[config.mk]
export PLATFORM = sky130hd
export DESIGN_NAME = ks10Io_flat
export DESIGN_NICKNAME = d
export VERILOG_FILES = /design/src/verilog/ks10Pkg.sv /design/src/verilog/conBusIf.sv /design/src/verilog/ks10Io.sv /design/src/verilog/sdSpi.sv /design/src/verilog/dzMux.sv /design/src/flat_wrapper.sv
export SDC_FILE = /design/constraint.sdc
export NUM_CORES = 1
export LEC_CHECK = 0
export ABC_AREA = 1
export BUFFER_PORTS_ARGS = -buffer_cell sky130_fd_sc_hd__buf_2
export CAP_MARGIN = 30
export CORE_MARGIN = 5
export CORE_UTILIZATION = 45
export DETAILED_ROUTE_END_ITERATION = 8
export PLACE_DENSITY_LB_ADDON = 0.3
export SYNTH_ARGS = -nofsm -noshare
export SYNTH_HDL_FRONTEND = slang
export SYNTH_SLANG_ARGS = --single-unit
[constraint.sdc]
create_clock -name clk50MHz -period 4.3 [get_ports clk50MHz]
set_input_delay 0.645 -clock clk50MHz [delete_from_list [all_inputs] [get_ports clk50MHz]]
set_output_delay 0.645 -clock clk50MHz [all_outputs]
set_load 0.005 [all_outputs]
[src/verilog/ks10Pkg.sv]
// Register map, state encodings and bus widths shared by the KS10 I/O RTL and its testbench
package ks10Pkg;

   ////////////////////////////////////////
   // Bus widths
   ////////////////////////////////////////

   localparam int ConDataWidth = 16;   // Console data bus
   localparam int ConAddrWidth = 7;    // Word address from conAddr[7:1]
   localparam int MaxTty       = 8;    // Lines the DZ line field can reach
   localparam int LineWidth    = 3;    // DZ line select field

   typedef logic [ConDataWidth-1:0] conWordT;

   ////////////////////////////////////////
   // Console register word addresses
   ////////////////////////////////////////

   typedef enum logic [ConAddrWidth-1:0] {
      DzCsr   = 7'd0,   // RO, [15:8] tx busy, [7:0] rx valid
      DzTx    = 7'd1,   // WO, [10:8] line, [7:0] char
      DzRx    = 7'd2,   // RO, [15] valid, [10:8] line, [7:0] char
      SdCtl   = 7'd3,   // [0] CS, [1] busy (RO), [2] card detect (RO)
      SdData  = 7'd4,   // Write starts exchange, read gives last byte
      IntMask = 7'd5,   // [0] rx enable, [1] SPI done enable
      RpLeds  = 7'd6    // Activity LEDs
   } regAddrT;

   ////////////////////////////////////////
   // State machine encodings
   ////////////////////////////////////////

   // UART tx and rx
   typedef enum logic [1:0] {
      UartIdle,
      UartStart,
      UartData,
      UartStop
   } uartStateT;

   // SPI byte engine
   typedef enum logic [1:0] {
      SpiIdle,
      SpiShift,
      SpiDone
   } spiStateT;

   // Console bus front end
   typedef enum logic [1:0] {
      BusIdle,
      BusWrite,
      BusRead
   } busStateT;

endpackage
[src/verilog/conBusIf.sv]
// Decoded console register access between the bus front end and the I/O core
`timescale 1ns/10ps

interface conBusIf import ks10Pkg::*; ();

   regAddrT addr;          // Latched word address
   conWordT wrData;        // Latched write data
   logic    [1:0] byteEn;  // [1] high lane, [0] low lane
   logic    wrStb;         // One clock per write
   logic    rdStb;         // Level while read active
   logic    rdDone;        // One clock as read ends
   conWordT rdData;        // Register read mux

   // Front end side
   modport host (output addr, wrData, byteEn, wrStb, rdStb, rdDone,
                 input  rdData);

   // Register side
   modport dev  (input  addr, wrData, byteEn, wrStb, rdStb, rdDone,
                 output rdData);

endinterface

[src/verilog/ks10Io.sv]
// KS10 I/O core, console register decode, interrupts and LEDs around the DZ mux and SD engine
`timescale 1ns/10ps

module ks10Io import ks10Pkg::*; #(
   parameter int NumTty     = 2,
   parameter int ClksPerBit = 434,
   parameter int SpiDiv     = 64
) (
   input  logic              clk50MHz,
   input  logic              rstN,
   input  logic [NumTty-1:0] ttyIn,
   output logic [NumTty-1:0] ttyOut,
   input  logic              sdCd,
   input  logic              sdMiso,
   output logic              sdMosi,
   output logic              sdSclk,
   output logic              sdCs,
   output logic [7:0]        leds,
   output logic              conIntrN,
   conBusIf.dev              bus
);

   conWordT                intMask;
   logic                   spiDoneFlag;   // Sticky until IntMask write
   logic [MaxTty-1:0]      txBusy;
   logic [MaxTty-1:0]      rxValid;
   logic [LineWidth-1:0]   rxLine;
   logic [7:0]             rxChar;
   logic                   rxAny;
   logic                   spiBusy;
   logic                   spiDone;
   logic [7:0]             spiRxByte;
   conWordT                rdMux;

   assign rxAny = |rxValid;

   ////////////////////////////////////////
   // Register writes
   ////////////////////////////////////////

   always_ff @(posedge clk50MHz or negedge rstN) begin
      if (!rstN) begin
         intMask     <= '0;
         leds        <= '0;
         sdCs        <= 1'b0;
         spiDoneFlag <= 1'b0;
      end else begin
         if (bus.wrStb && bus.addr == IntMask) begin
            if (bus.byteEn[0]) begin
               intMask[7:0] <= bus.wrData[7:0];
               spiDoneFlag  <= 1'b0;   // Bit 1 written, ack SPI done
            end
            if (bus.byteEn[1])
               intMask[15:8] <= bus.wrData[15:8];
         end
         if (bus.wrStb && bus.byteEn[0] && bus.addr == RpLeds)
            leds <= bus.wrData[7:0];
         if (bus.wrStb && bus.byteEn[0] && bus.addr == SdCtl)
            sdCs <= bus.wrData[0];
         if (spiDone)
            spiDoneFlag <= 1'b1;
      end
   end

   ////////////////////////////////////////
   // Read mux
   ////////////////////////////////////////

   always_comb begin
      case (bus.addr)
         DzCsr:   rdMux = {txBusy, rxValid};
         DzRx:    rdMux = {rxAny, 4'b0, rxLine, rxChar};
         SdCtl:   rdMux = {13'b0, sdCd, spiBusy, sdCs};
         SdData:  rdMux = {8'b0, spiRxByte};
         IntMask: rdMux = intMask;
         RpLeds:  rdMux = {8'b0, leds};
         default: rdMux = '0;   // DzTx is write only
      endcase
   end

   assign bus.rdData = bus.rdStb ? rdMux : '0;

   // Rx enable on bit 0, SPI done enable on bit 1
   assign conIntrN = !((rxAny && intMask[0]) || (spiDoneFlag && intMask[1]));

   dzMux #(
      .NumTty     (NumTty),
      .ClksPerBit (ClksPerBit)
   ) i_dzMux (
      .clk50MHz (clk50MHz),
      .rstN     (rstN),
      .ttyIn    (ttyIn),
      .ttyOut   (ttyOut),
      .txStart  (bus.wrStb && bus.addr == DzTx),
      .txLine   (bus.wrData[10:8]),
      .txChar   (bus.wrData[7:0]),
      .txBusy   (txBusy),
      .rxValid  (rxValid),
      .rxLine   (rxLine),
      .rxChar   (rxChar),
      .rxPop    (bus.rdDone && bus.addr == DzRx)   // Pop once data is off the bus
   );

   sdSpi #(
      .SpiDiv (SpiDiv)
   ) i_sdSpi (
      .clk50MHz (clk50MHz),
      .rstN     (rstN),
      .start    (bus.wrStb && bus.addr == SdData),
      .txByte   (bus.wrData[7:0]),
      .busy     (spiBusy),
      .rxByte   (spiRxByte),
      .done     (spiDone),
      .sdMiso   (sdMiso),
      .sdMosi   (sdMosi),
      .sdSclk   (sdSclk)
   );

endmodule

[src/verilog/sdSpi.sv]
// SD card SPI master, exchanges one byte per start pulse in mode 0, MSB first
`timescale 1ns/10ps

module sdSpi import ks10Pkg::*; #(
   parameter int SpiDiv = 64
) (
   input  logic       clk50MHz,
   input  logic       rstN,
   input  logic       start,
   input  logic [7:0] txByte,
   output logic       busy,
   output logic [7:0] rxByte,
   output logic       done,
   input  logic       sdMiso,
   output logic       sdMosi,
   output logic       sdSclk
);

   localparam int DivWidth = $clog2(SpiDiv + 1);

   spiStateT            state;
   logic [DivWidth-1:0] divCnt;   // Half period counter
   logic [2:0]          bitCnt;
   logic [7:0]          txSh;
   logic                halfTick;

   assign halfTick = divCnt == DivWidth'(SpiDiv - 1);

   ////////////////////////////////////////
   // Control FSM and clock
   ////////////////////////////////////////

   always_ff @(posedge clk50MHz or negedge rstN) begin
      if (!rstN) begin
         state  <= SpiIdle;
         divCnt <= '0;
         bitCnt <= '0;
         sdSclk <= 1'b0;
      end else begin
         case (state)
            SpiIdle: begin
               divCnt <= '0;
               bitCnt <= '0;
               if (start)
                  state <= SpiShift;
            end
            SpiShift: begin
               divCnt <= halfTick ? '0 : divCnt + 1'b1;
               if (halfTick) begin
                  sdSclk <= !sdSclk;
                  if (sdSclk) begin   // Falling edge ends a bit
                     bitCnt <= bitCnt + 1'b1;
                     if (bitCnt == 3'd7)
                        state <= SpiDone;
                  end
               end
            end
            default: state <= SpiIdle;   // One clock of done
         endcase
      end
   end

   ////////////////////////////////////////
   // Shift registers
   ////////////////////////////////////////

   always_ff @(posedge clk50MHz) begin
      if (state == SpiIdle && start)
         txSh <= txByte;
      else if (state == SpiShift && halfTick && sdSclk)
         txSh <= txSh << 1;                 // Next bit on falling edge
      if (state == SpiShift && halfTick && !sdSclk)
         rxByte <= {rxByte[6:0], sdMiso};   // Sample on rising edge
   end

   assign sdMosi = (state == SpiShift) ? txSh[7] : 1'b1;   // Idle high
   assign busy   = state != SpiIdle;
   assign done   = state == SpiDone;

endmodule

[src/verilog/dzMux.sv]
// DZ11-style terminal mux, one 8N1 transmitter and receiver per built line
`timescale 1ns/10ps

module dzMux import ks10Pkg::*; #(
   parameter int NumTty     = 2,
   parameter int ClksPerBit = 434
) (
   input  logic                 clk50MHz,
   input  logic                 rstN,
   input  logic [NumTty-1:0]    ttyIn,
   output logic [NumTty-1:0]    ttyOut,
   input  logic                 txStart,
   input  logic [LineWidth-1:0] txLine,
   input  logic [7:0]           txChar,
   output logic [MaxTty-1:0]    txBusy,
   output logic [MaxTty-1:0]    rxValid,   // Valid mask, any bit set means rxLine is live
   output logic [LineWidth-1:0] rxLine,
   output logic [7:0]           rxChar,
   input  logic                 rxPop
);

   localparam int CntWidth = $clog2(ClksPerBit + 1);
   localparam int HalfBit  = ClksPerBit / 2;

   logic [NumTty-1:0]      busyMask;
   logic [NumTty-1:0]      validMask;
   logic [NumTty-1:0][7:0] rxChars;

   for (genvar i = 0; i < NumTty; i++) begin : gLine

      uartStateT           txState;
      logic [CntWidth-1:0] txCnt;
      logic [2:0]          txBit;
      logic [7:0]          txSh;
      logic                txTick;
      uartStateT           rxState;
      logic [CntWidth-1:0] rxCnt;
      logic [2:0]          rxBit;
      logic [7:0]          rxSh;
      logic [7:0]          rxHold;
      logic [1:0]          rxSync;
      logic                rxVal;
      logic                rxTick;
      logic                rxMid;

      ////////////////////////////////////////
      // Transmitter
      ////////////////////////////////////////

      assign txTick = txCnt == CntWidth'(ClksPerBit - 1);

      always_ff @(posedge clk50MHz or negedge rstN) begin
         if (!rstN) begin
            txState <= UartIdle;
            txCnt   <= '0;
            txBit   <= '0;
         end else begin
            txCnt <= txTick ? '0 : txCnt + 1'b1;
            case (txState)
               UartIdle: begin
                  txCnt <= '0;
                  if (txStart && txLine == LineWidth'(i))
                     txState <= UartStart;
               end
               UartStart: if (txTick) txState <= UartData;
               UartData: begin
                  if (txTick) begin
                     txBit <= txBit + 1'b1;
                     if (txBit == 3'd7)
                        txState <= UartStop;   // Eight bits out
                  end
               end
               default: if (txTick) txState <= UartIdle;   // Stop bit
            endcase
         end
      end

      always_ff @(posedge clk50MHz) begin
         if (txState == UartIdle)
            txSh <= txChar;
         else if (txState == UartData && txTick)
            txSh <= txSh >> 1;   // LSB first
      end

      assign ttyOut[i]   = (txState == UartStart) ? 1'b0 :
                           (txState == UartData)  ? txSh[0] : 1'b1;
      assign busyMask[i] = txState != UartIdle;

      ////////////////////////////////////////
      // Receiver
      ////////////////////////////////////////

      assign rxTick = rxCnt == CntWidth'(ClksPerBit - 1);
      assign rxMid  = rxCnt == CntWidth'(HalfBit - 1);

      always_ff @(posedge clk50MHz or negedge rstN) begin
         if (!rstN) begin
            rxSync  <= 2'b11;
            rxState <= UartIdle;
            rxCnt   <= '0;
            rxBit   <= '0;
            rxVal   <= 1'b0;
         end else begin
            rxSync <= {rxSync[0], ttyIn[i]};
            rxCnt  <= rxTick ? '0 : rxCnt + 1'b1;
            if (rxPop && rxLine == LineWidth'(i))
               rxVal <= 1'b0;
            case (rxState)
               UartIdle: begin
                  rxCnt <= '0;
                  if (!rxSync[1])
                     rxState <= UartStart;
               end
               UartStart: begin
                  if (rxMid) begin   // Recheck start at mid-bit
                     rxCnt   <= '0;
                     rxBit   <= '0;
                     rxState <= rxSync[1] ? UartIdle : UartData;
                  end
               end
               UartData: begin
                  if (rxTick) begin
                     rxBit <= rxBit + 1'b1;
                     if (rxBit == 3'd7)
                        rxState <= UartStop;
                  end
               end
               default: begin
                  if (rxTick) begin
                     rxState <= UartIdle;
                     if (rxSync[1])
                        rxVal <= 1'b1;   // Good stop bit, overwrite wins
                  end
               end
            endcase
         end
      end

      always_ff @(posedge clk50MHz) begin
         if (rxState == UartData && rxTick)
            rxSh <= {rxSync[1], rxSh[7:1]};
         if (rxState == UartStop && rxTick && rxSync[1])
            rxHold <= rxSh;
      end

      assign validMask[i] = rxVal;
      assign rxChars[i]   = rxHold;

   end

   assign txBusy  = MaxTty'(busyMask);    // Unbuilt lines read idle
   assign rxValid = MaxTty'(validMask);

   // Lowest valid line wins
   always_comb begin
      rxLine = '0;
      rxChar = '0;
      for (int i = NumTty - 1; i >= 0; i--) begin
         if (validMask[i]) begin
            rxLine = LineWidth'(i);
            rxChar = rxChars[i];
         end
      end
   end

endmodule

[src/flat_wrapper.sv]
// flat-port wrapper written by rule: the top's interface ports become plain ports
module ks10Io_flat import ks10Pkg::*;
#(
   parameter int NumTty     = 2,
   parameter int ClksPerBit = 434,
   parameter int SpiDiv     = 64
)
  (clk50MHz, rstN, ttyIn, ttyOut, sdCd, sdMiso, sdMosi, sdSclk, sdCs, leds, conIntrN, bus_addr, bus_wrData, bus_byteEn, bus_wrStb, bus_rdStb, bus_rdDone, bus_rdData);
  conBusIf bus_i ();
  input  logic clk50MHz;
  input  logic rstN;
  input  logic [NumTty-1:0] ttyIn;
  output logic [NumTty-1:0] ttyOut;
  input  logic sdCd;
  input  logic sdMiso;
  output logic sdMosi;
  output logic sdSclk;
  output logic sdCs;
  output logic [7:0] leds;
  output logic conIntrN;
  input wire logic [$bits(bus_i.addr)-1:0] bus_addr;
  input wire logic [$bits(bus_i.wrData)-1:0] bus_wrData;
  input wire logic [$bits(bus_i.byteEn)-1:0] bus_byteEn;
  input wire logic [$bits(bus_i.wrStb)-1:0] bus_wrStb;
  input wire logic [$bits(bus_i.rdStb)-1:0] bus_rdStb;
  input wire logic [$bits(bus_i.rdDone)-1:0] bus_rdDone;
  output wire logic [$bits(bus_i.rdData)-1:0] bus_rdData;
  assign bus_i.addr = bus_addr;
  assign bus_i.wrData = bus_wrData;
  assign bus_i.byteEn = bus_byteEn;
  assign bus_i.wrStb = bus_wrStb;
  assign bus_i.rdStb = bus_rdStb;
  assign bus_i.rdDone = bus_rdDone;
  assign bus_rdData = bus_i.rdData;
  ks10Io #(.NumTty(NumTty), .ClksPerBit(ClksPerBit), .SpiDiv(SpiDiv)) u_core (.clk50MHz(clk50MHz), .rstN(rstN), .ttyIn(ttyIn), .ttyOut(ttyOut), .sdCd(sdCd), .sdMiso(sdMiso), .sdMosi(sdMosi), .sdSclk(sdSclk), .sdCs(sdCs), .leds(leds), .conIntrN(conIntrN), .bus(bus_i));
endmodule
# ---- After elaboration in Yosys (flattened, before gate mapping)
# Index checks and enable logic that the tools add are counted.
dict set report word_totals {
  regBits 165
  latchBits 0
  mem_bits_rw 0
  mem_bits_ro 0
  in_bits 34
  out_inout_bits 30
  word_cells 243
  n_memories 0
}
dict set report op_classes {
  add_sub_neg 10
  mul 0
  div 0
  magnitude_cmp 0
  eq_ne 52
  shift 0
  n_mux 80
  bitwise_logic 0
  n_reduce_logical 68
}
# op count
set op_table {}
lappend op_table {{one-hot mux 16 bit (6 select lines)} 1}
lappend op_table {{2-to-1 mux 9 bit} 8}
lappend op_table {{2-to-1 mux 8 bit} 8}
lappend op_table {{2-to-1 mux 2 bit} 26}
lappend op_table {{!= test 2 bit, second input constant} 20}
lappend op_table {{adder 9 x 1 -> 9 bit, second input constant} 4}
lappend op_table {{== test 9 bit, second input constant} 4}
lappend op_table {{one-hot mux 9 bit (2 select lines)} 2}
lappend op_table {{nonzero test 2 bit} 13}
lappend op_table {{logical AND 1 bit} 25}
lappend op_table {{one-hot mux 2 bit (3 select lines)} 4}
lappend op_table {{== test 7 x 3 -> 1 bit, second input constant} 3}
lappend op_table {{2-to-1 mux 3 bit} 7}
lappend op_table {{AND reduction 5 bit} 4}
lappend op_table {{== test 9 x 8 -> 1 bit, second input constant} 2}
lappend op_table {{one-hot mux 3 bit (2 select lines)} 3}
lappend op_table {{2-to-1 mux 1 bit} 17}
lappend op_table {{2-to-1 mux 16 bit} 1}
lappend op_table {{adder 3 x 1 -> 3 bit, second input constant} 5}
lappend op_table {{== test 3 bit, second input constant} 5}
lappend op_table {{== test 2 bit, second input constant} 7}
lappend op_table {{== test 7 x 2 -> 1 bit, second input constant} 2}
lappend op_table {{one-hot mux 7 bit (2 select lines)} 1}
lappend op_table {{AND reduction 2 bit} 6}
lappend op_table {{17 further kinds} 32}

# ---- Longest topological paths before layout
# Gate-level depths: netlist of the first run.
dict set report logic_depth {
  word_depth 8
  mapped_depth 9
  ltp_nobuf 9
}

# ---- Cells and area by module
# A second synthesis of the first run with hierarchy kept.
dict set report hier_totals {
  cells_unflattened 894
  area_unflattened_um2 8309.2
}
# mod instances cells_each area_per_inst_um2 seq_area_each_um2
set by_module_without_submodules {}
lappend by_module_without_submodules {dzMux 1 533 5251.3 2997.9}
lappend by_module_without_submodules {ks10Io 1 258 1757.9 650.6}
lappend by_module_without_submodules {sdSpi 1 103 1300.0 805.8}

# ---- Least setup slack after synthesis of the first run
# Ideal clock, no wire load.
dict set report synth_timing {
  path_kind {input-to-output}
  startpoint {in bus_addr[5]}
  endpoint {out bus_rdData[15]}
  arrival_time_ps 1564
  required_time_ps 3655
  path_slack_ps 2091
  cell_stages 8
  n_path_buf 1
  path_cell_list {nor2_1 -> nand2_1 -> inv_2 -> buf_4 -> nand3_1 -> nand3_1 -> nand2_1 -> o21ai_0}
}
dict set report synth_via {
  elab_chain_len 3
  word_cells_on_any_way 8
  cone_classes {eq/ne: 5; mux: 2; reduce/logical: 1}
}
# item line
set synth_lines {}
lappend synth_lines {{start: declaration} flat_wrapper.sv:21} ;# input wire logic [$bits(bus_i.addr)-1:0] bus_addr;
lappend synth_lines {{== test 7 x 3 -> 1 bit (tied with other cells)} ks10Io.sv:70} ;# case (bus.addr)
lappend synth_lines {{one-hot mux 16 bit (6 select lines) (*)} ks10Io.sv:70}
lappend synth_lines {{2-to-1 mux 16 bit (*)} ks10Io.sv:81} ;# assign bus.rdData = bus.rdStb ? rdMux : '0;
lappend synth_lines {{end: declaration} flat_wrapper.sv:27} ;# output wire logic [$bits(bus_i.rdData)-1:0] bus_rdData;
# Every way passes the cells marked *; elsewhere a longest branch is shown, timed or not.

# ---- Worst setup path in the final report of the first run
# Ends and elaborated chain as after synthesis.

==> results.cfg, run 1 <==
[power]
p_leak_nw = 4.284
vdd_drop_max_v = 0.0003202
power_mw = 3.970
p_per_area_nw_per_um2 = 442.0

[final_layout]
syn_to_final_growth_pct = 14.17
drive_above_1_share_pct = 13.03
num_antenna_cells = 0
final_cell_area_um2 = 8982
nets = 1000
final_util_pct = 52.11
instances_no_fill = 1177

[clock_tree]
cts_hold_buf = 0
insertion_delay_ns = 0.42
cts_sinks = 165
clkTransAtPathRegs_ns = 0.07
htreeDepth = 4
cts_buffers = 17
cts_buffer_depth = 2
post-cts-setup-buffers = 0
cts.repair.resized = 0
tritoncts = done
ctsRootBufferMaster = clkbuf_16

[worst_setup_path]
cp-end-kind = output pin
cp_max_fo = 33
cp-start-kind = input port
path_class = input port to output pin
cp.required_ns = 3.65
critPathArrivalTime_ns = 2.25

[yosys]
synth_fa_ha_area_share_pct = 4.294
yosysTopAreaCellShare_pct = 30.85
ys_seq_area_share_pct = 56.62
synth_cells = 864
synth_area_per_cell_um2 = 9.106
synth-xor-area-share_pct = 2.226
synth_area_leader_cell = dfrtp_1
yosys-top-cells-area = dfrtp_1 (31%), edfxtp_1 (24%), nand2_1 (9.0%)
synth_area_um2 = 7868
synth_top_family_by_area = simple AND/OR/NAND/NOR gates
synth-simple-area-share_pct = 24.20
ys_ff_latch = 165
muxShareOfSynthArea_pct = 0
yosysWarnings = 0
synth_fp_nets = 925
synth_compound_area_share_pct = 6.011
synth_cell_types = 35

[sta]
hold_viol = 0
rsz0062_at_grt = false
tightest_slew_ns = 0.8560
setup_viol = 0
post-route-min-period_ns = 2.896
maxSlewHeadroom_pct = 42.50
fmax_ghz = 0.3454
fin_worst_hold_slack_ns = 0.1599
setup_tns_ns = 0
finalMaxSlewViolations = 0
skew_ns = 0.01215
post-route-period-util_pct = 67.34
worst_slack_ns = 1.404

[outcome]
status = completed

[drt]
wire_per_inst_um = 14.23
via_per_inst = 4.983
drc_errors = 0
finalWirelength_um = 16750
drtIter0Drc = 342
dr.pass1.iters = 5
vias = 5865
ant_nets = 0

[grt]
grt_max_degree = 41
track_usage_pct = 17.35
grt_pass1_wl_um = 27880
antenna_found_initial = 0
grt_pass1_vias = 5604
grt-ovfl-total = 0

[floorplan]
initial_core_util_pct = 45.64
core_area_um2 = 17240
placementRows = 48
die_w_um = 142.2
dieArea_um2 = 20230
dieHeight_um = 142.2
pin_count = 64

[min_path]
hold_path.class = input port to async pin

[flow_run]
drv_cap = 0

[placed_design]
place_congestion = 0.8790
dpl.cell_count = 1145
hpwl_um = 12270
place_ws_ns = 1.438
place_area_um2 = 8429
port-buffer-count = 63
-- Yosys cell counts (all sizes together) --
library cell and instances:
clkbuf 3, dfstp 4, nor3 25, nor3b 1, nor2 104, a22oi 1, buf 8, o22ai 2
o21bai 1, xnor2 7, nand3b 3, nand4 17, ha 27, a21oi 15, and3 1, edfxtp 64
clkinv 1, nand3 76, o211ai 3, nor4 1, xor2 13, dfrtp 97, inv 121, o21ai 68
nand2 194, or2 7
-- final cells by class --
class	count	area, um2
clock buffers	20	457.9
inverters	122	457.9
clock inverters	12	95.09
multi-input cells	566	2890
flip-flops and latches	165	4454
repair buffers	67	345.3
well taps	225	281.5
fillers	1582	8254
-- critical path, cell delays in order --
cell     delay [ns]
buf_2          0.09
nor2_1         0.09
nand2_1        0.16
inv_2          0.46
nand3_1        0.23
nand3_1        0.13
nand2_1        0.10
o21ai_0        0.19
buf_2          0.15
-- path summary, 6_finish.rpt --
kind / start / to / slack, ns / depth (start not counted)
max: bus_addr[5] / bus_rdData[15] / 1.40 / 9
min: rstN / u_core.i_dzMux.gLine[0].txCnt[7] / 0.16 / 1
max reg2reg: u_core.i_sdSpi.divCnt[0] / u_core.i_sdSpi.rxByte[2] / 2.16 / 7
min reg2reg: u_core.i_dzMux.gLine[0].rxSync[0] / u_core.i_dzMux.gLine[0].rxSync[1] / 0.36 / 0
max in group asynchronous: rstN / u_core.i_dzMux.gLine[1].rxSync[0] / 3.25 / 2
min in group clk50MHz: ttyIn[0] / u_core.i_dzMux.gLine[0].rxSync[0] / 0.32 / 1
-- flip-flops by register name (all words and copies together), names as in the netlist, 4 cells and up --
name                          flops
u_core.i_dzMux.gLine.txSh        16
u_core.i_dzMux.gLine.rxSync       4
u_core.i_dzMux.gLine.txBit        6
u_core.i_sdSpi.rxByte             8
u_core.i_dzMux.gLine.rxCnt       18
u_core.i_dzMux.gLine.txState      4
u_core.i_dzMux.gLine.rxHold      16
u_core.leds                       8
u_core.i_sdSpi.txSh               8
u_core.i_sdSpi.divCnt             7
u_core.i_dzMux.gLine.txCnt       18
u_core.intMask                   16
u_core.i_dzMux.gLine.rxBit        6
u_core.i_dzMux.gLine.rxSh        16
u_core.i_dzMux.gLine.rxState      4
-- placed cells by master, fill, tap and decap left out, types with 3 or more instances in the layout --
cell / count
buf_2: 63
inv_1: 119
nand3_1: 76
o211ai_1: 3
buf_4: 4
o21ai_0: 66
nor3_1: 25
a21oi_1: 15
clkbuf_16: 18
edfxtp_1: 64
ha_1: 27
nand4_1: 16
nor2_1: 99
dfstp_2: 4
nand2_1: 188
nor2_4: 5
nand2_2: 5
xor2_1: 13
or2_2: 6
nand3b_1: 3
xnor2_1: 7
dfrtp_1: 97
-- logic make-up after synthesis --
group / after synthesis
flip-flops: 165
XOR/XNOR: 20
AO/OA/AOI/OAI: 90
AND/OR/NAND/NOR: 429
buffers and inverters: 133
adder cells (fa/ha/maj): 27
-- where the power goes --
part | total, mW | internal, mW | switching, mW | leakage, nW
sequential | 1.94 | 1.84 | 0.105 | 1.83
clock | 1.43 | 0.785 | 0.646 | 0.271
combinational | 0.597 | 0.203 | 0.394 | 2.18
-- metal layers --
metal | global-route usage [%] | vias to the layer above | wire, um
li1 | - | 2964 | -
met1 | 23.68 | 2736 | 7692
met2 | 26.98 | 137 | 7786
met3 | 4.267 | 28 | 929
met4 | 6.566 | 0 | 340
met5 | 0 | - | 0
No activity file was read; power rests on OpenSTA's default activity.
==> run 2: changes to the inputs <==
- ABC_AREA: 1 -> 0
- clock period: 4.3 -> 3 ns (I/O delays scaled with it)
==> run 2 against run 1 <==
Compared with the run above:
- worst hold slack worse by 0.042 ns
- setup slack worse by 1.2 ns
- global-route usage down 0.39 points
- count of clock-buffer cells in the layout down 2
- synthesized cell count down 29%
- die area down 0.93%
- via count down 16%
==> results.cfg, run 2 <==
[drt]
drtIter0Drc = 350
finalWirelength_um = 16310
via_per_inst = 5.371
ant_nets = 0
wire_per_inst_um = 17.76
vias = 4931
dr.pass1.iters = 4
drc_errors = 0

[sta]
setup_viol = 0
fin_worst_hold_slack_ns = 0.1178
tightest_slew_ns = 0.8411
fmax_ghz = 0.3612
worst_slack_ns = 0.2311
maxSlewHeadroom_pct = 43.59
rsz0062_at_grt = false
finalMaxSlewViolations = 0
hold_viol = 0
post-route-min-period_ns = 2.769
post-route-period-util_pct = 92.30
setup_tns_ns = 0
skew_ns = 0.008887

[yosys]
synth_area_um2 = 7789
synth_cell_types = 66
synth_area_leader_cell = dfrtp_1
ys_ff_latch = 165
ys_seq_area_share_pct = 57.19
synth_commonest_cells = dfrtp_1 (97), edfxtp_1 (64), nor2_1 (48)
synth_fp_nets = 672
synth_edf_count = 64
synth_cells = 611
synth_ff_type = dfrtp_1
yosysWarnings = 0
synth_area_per_cell_um2 = 12.75
yosys-top-cells-area = dfrtp_1 (31%), edfxtp_1 (25%), mux2_2 (6.2%)
yosysTopAreaCellShare_pct = 31.16
async_reset_ff_share_pct = 61.21
synth_most_common_cell = dfrtp_1

[grt]
antenna_found_initial = 2
grt-ovfl-total = 0
grt_max_degree = 63
grt_pass1_vias = 5150
grt_pass1_wl_um = 26710
track_usage_pct = 16.96

[clock_tree]
cts_buffer_depth = 2
tritoncts = done
htreeDepth = 4
insertion_delay_ns = 0.42
cts.repair.resized = 0
cts_buffers = 17
cts_sinks = 165
cts_hold_buf = 0
clkTransAtPathRegs_ns = 0.07
post-cts-setup-buffers = 0
ctsRootBufferMaster = clkbuf_16

[power]
swShare_pct = 26.72
combPwrFrac_pct = 14.5
power.switching_mw = 1.472
pwr-share-seq_pct = 49.5
p_leak_nw = 3.800
p_per_area_nw_per_um2 = 621.0
power_mw = 5.510
p_clk_share_pct = 36.0
p_int_mw = 4.037
vdd_drop_max_v = 0.0004380

[outcome]
status = completed

[floorplan]
dieHeight_um = 141.6
placementRows = 48
pin_count = 64
dieArea_um2 = 20040
die_w_um = 141.6
initial_core_util_pct = 45.50
core_area_um2 = 17120

[worst_setup_path]
path_class = flop to output pin
cp_max_fo = 13
cp-start-kind = flop
critPathArrivalTime_ns = 2.32
cp.required_ns = 2.55
cp-end-kind = output pin

[final_layout]
final_common_cell = dfrtp_1
syn_to_final_growth_pct = 13.91
fillerInstances = 1482
drive_above_1_share_pct = 25.14
most-common-layout-cells = dfrtp_1 (97), edfxtp_1 (64), buf_2 (62)
reg.largest.list = u_core.i_dzMux.gLine.rxCnt (18), u_core.i_dzMux.gLine.txCnt (18)
final_util_pct = 51.83
nets = 740

[placed_design]
place_congestion = 0.8700
port-buffer-count = 63
hpwl_um = 11800
place_ws_ns = 0.4560

[flow_run]
drv_cap = 0

[min_path]
hold_path.class = input port to async pin
run 2: kinds of logic (layout without fill, tap and decap cells):
| family | after synthesis | after routing | share of synthesized area [%] |
|---|---|---|---|
| buf+inv | 51 | 132 | 2.956 |
| other cells | 0 | 1 | 0 |
| flops | 165 | 165 | 57.19 |
| xor+xnor | 35 | 35 | 3.936 |
| mux | 67 | 67 | 10.35 |
| simple gates | 187 | 187 | 13.99 |
| compound gates | 79 | 79 | 7.245 |
| fa+ha+maj | 27 | 27 | 4.337 |
run 2: power groups by stage:
stage	Sequential [mW]	Combinational, mW	Clock [mW]
after detailed placement	2.77	0.810	0
after global routing	2.75	0.901	2.13
after global placement	2.75	0.774	0
after floorplan	2.73	0.585	0
final	2.73	0.800	1.98
after CTS	2.73	0.816	2.03
run 2: area by class of cell:
class | instances | area, um2 | share of cell area, %
tap | 225 | 281.5 | 3.173
clock buffer | 18 | 429.2 | 4.837
sequential | 165 | 4454 | 50.20
antenna | 1 | 2.502 | 0.02820
clock inverter | 14 | 105.1 | 1.185
timing repair buffer | 70 | 382.9 | 4.315
multi-input combinational | 395 | 3104 | 34.99
inverter | 30 | 112.6 | 1.269
run 2: metal layers:
| layer | track usage [%] | part of all wire [%] |
|---|---|---|
| met3 | 3.943 | 4.3 |
| met5 | 0 | 0.067 |
| met1 | 22.22 | 44 |
| met4 | 5.303 | 1.1 |
| met2 | 28.11 | 50 |
run 2: through the flow:
step	cells	cell area, um2
3_5_place_dp	885	8335
4_1_cts	917	8870
3_3_place_gp	885	8335
6_report	918	8872
5_1_grt	918	8872
2_1_floorplan	611	7789
run 2: path summary, 6_finish.rpt:
kind | startpoint | end | slack [ns] | cells after the start
hold reg to reg | u_core.i_dzMux.gLine[1].rxSync[0] | u_core.i_dzMux.gLine[1].rxSync[1] | 0.36 | 0
min in group clk50MHz | ttyIn[0] | u_core.i_dzMux.gLine[0].rxSync[0] | 0.12 | 1
max in group asynchronous | rstN | u_core.i_dzMux.gLine[1].rxSync[0] | 2.09 | 2
setup reg to reg | u_core.i_sdSpi.divCnt[0] | u_core.i_sdSpi.txSh[7] | 0.88 | 5
hold / removal | rstN | u_core.i_sdSpi.divCnt[1] | 0.12 | 1
setup / recovery | u_core.i_dzMux.gLine[0].rxVal | bus_rdData[0] | 0.23 | 5
run 2: worst max-delay path, stage by stage, from the launching register on:
cell,delay (ns)
dfrtp_1,0.52
nor2b_1,0.52
a22oi_1,0.14
o311ai_0,0.32
a32o_1,0.27
buf_2,0.13
==> run 3: changes to the inputs <==
- CELL_PAD_IN_SITES_DETAIL_PLACEMENT: not set -> 0
- CELL_PAD_IN_SITES_GLOBAL_PLACEMENT: not set -> 2
- CORE_UTILIZATION: 45 -> 42
==> run 3 against run 2 <==
Compared with the run above:
- final cell count rose by 0.54%
- critical path type unchanged
- highest routed layer unchanged
- core utilization decreased by 2.3 points
- maximum frequency up 6.4%
- setup slack gained 0.17 ns
- combinational power up 0.6%
- register-to-register slack worse by 0.02 ns
- critical path depth did not move
- flip-flop and latch count stayed put
- clock skew is 0.0018 ns lower
- total power increased by 3.9%
- global-route usage shrank 0.78 points
- largest cell class unchanged
- routed wire length grew 3.0%
==> results.cfg, run 3 (synthesized netlist as in run 2, its figures left out) <==
[outcome]
status = completed

[sta]
tightest_slew_ns = 0.7053
setup_viol = 0
hold_viol = 0
post-route-period-util_pct = 86.73
skew_ns = 0.007117
maxSlewHeadroom_pct = 52.98
setup_tns_ns = 0
finalMaxSlewViolations = 0
worst_slack_ns = 0.3982
fmax_ghz = 0.3843
rsz0062_at_grt = false
post-route-min-period_ns = 2.602

[floorplan]
pin_count = 64
dieHeight_um = 146.2
initial_core_util_pct = 43.06
die_w_um = 146.2
placementRows = 49
core_area_um2 = 18090
dieArea_um2 = 21370

[drt]
vias = 4979
finalWirelength_um = 16800
wire_per_inst_um = 18.20
drc_errors = 0
ant_nets = 0
drtIter0Drc = 287
via_per_inst = 5.394
dr.pass1.iters = 4

[min_path]
hold_path.class = input port to flop
hp-start = ttyIn[1]
whs_endpoint = u_core.i_dzMux.gLine[1].rxSync[0]
hold_depth = 1

[worst_setup_path]
cp-end-kind = output pin
critPathArrivalTime_ns = 2.15
r2r_start = u_core.i_dzMux.gLine[1].rxCnt[1]
reg2reg_to = u_core.i_dzMux.gLine[1].rxHold[6]
path_class = flop to output pin
reg2regPathDepth = 5
max_stage_delay_ns = 0.51
cp_max_fo = 13
cp-start-kind = flop
crit_path_top_delay_cell = dfrtp_1
cp.required_ns = 2.55
r2r_slack_ns = 0.86
cp_cell_sequence = nor2b_2, a22oi_1, o311ai_0, a32o_1, buf_2

[final_layout]
nets = 742
reg.largest.list = u_core.i_dzMux.gLine.rxCnt (18), u_core.i_dzMux.gLine.txCnt (18)
final_common_cell = dfrtp_1
syn_to_final_growth_pct = 15.07
drive_above_1_share_pct = 25.65
most-common-layout-cells = dfrtp_1 (97), edfxtp_1 (64), buf_2 (62)
num_antenna_cells = 0

[grt]
grt_pass1_vias = 5148
grt_pass1_wl_um = 27550
antenna_found_initial = 1
grt_max_degree = 89
grt-ovfl-total = 0
track_usage_pct = 16.18

[power]
swShare_pct = 25.61
p_int_mw = 4.257
pwr-share-seq_pct = 47.6
p_clk_share_pct = 38.4
combPwrFrac_pct = 14.1
power_mw = 5.723
power.switching_mw = 1.465
p_leak_nw = 3.832
vdd_drop_max_v = 0.0003839
p_per_area_nw_per_um2 = 638.5

[placed_design]
hpwl_um = 12130
place_congestion = 0.8131
place_ws_ns = 0.5487
port-buffer-count = 63

[clock_tree]
cts_sinks = 165
tritoncts = done
cts_buffer_depth = 2
cts_buffers = 17
post-cts-setup-buffers = 0
ctsRootBufferMaster = clkbuf_16
clkTransAtPathRegs_ns = 0.06
htreeDepth = 4
insertion_delay_ns = 0.42

[flow_run]
drv_cap = 0
[run 3: repair_timing]
item	CTS	global route
hold buffers	1	0
gates resized for setup	0	1
endpoints found under the hold margin	13	0
setup endpoints to repair	0	1
[run 3: area by class of cell]
cell class / instances / area, um2
fill: 1611 / 9124
sequential: 165 / 4454
multi-input combinational: 395 / 3107
clock buffer: 20 / 456.7
timing repair buffer: 72 / 400.4
tap: 229 / 286.5
clock inverter: 12 / 145.1
inverter: 30 / 112.6
[run 3: power by group through the flow]
stage / clock network [mW] / registers (mW) / logic, mW
floorplan: 0 / 2.73 / 0.585
global placement: 0 / 2.76 / 0.793
detailed placement: 0 / 2.77 / 0.814
CTS: 2.25 / 2.72 / 0.821
global route: 2.35 / 2.75 / 0.908
finish: 2.20 / 2.72 / 0.805
[run 3: worst max-delay path by stage]
stage / startpoint / to / slack, ns / cells past startpoint
after global routing: u_core.i_dzMux.gLine[0].rxVal / bus_rdData[0] / 0.21 / 5
final: u_core.i_dzMux.gLine[0].rxVal / bus_rdData[0] / 0.40 / 5
after floorplan: u_core.i_dzMux.gLine[1].rxCnt[1] / u_core.i_dzMux.gLine[1].rxSh[0] / 0.99 / 4
after CTS: u_core.i_dzMux.gLine[0].rxVal / bus_rdData[0] / 0.23 / 5
after global placement: bus_addr[1] / u_core.intMask[4] / 0.61 / 5
after detailed placement: bus_addr[1] / u_core.intMask[5] / 0.55 / 5
[run 3: through the flow]
step	utilization, %	hold slack (ns)	instances	instance area (um2)
global placement	46.16	0.3151	890	8348
floorplan	-	0.1544	611	7789
global route	49.55	0.1023	923	8962
finish	49.55	0.1314	923	8962
detailed placement	46.16	0.3163	890	8348
CTS	49.54	0.1110	923	8960
[run 3: worst max-delay path: cells and delay by family, from the launching register on]
| family | cells | cell delay (ns) |
|---|---|---|
| simple gates | 1 | 0.36 |
| compound gates | 3 | 0.73 |
| flops | 1 | 0.51 |
| buf+inv | 1 | 0.13 |
[run 3: layer usage]
layer / global-route usage [%] / up-vias / part of all wire (%)
li1: - / 2375 / -
met1: 21.98 / 2515 / 46
met2: 25.61 / 71 / 49
met3: 4.493 / 16 / 3.8
met4: 4.610 / 2 / 1.2
met5: 0 / - / 0.12
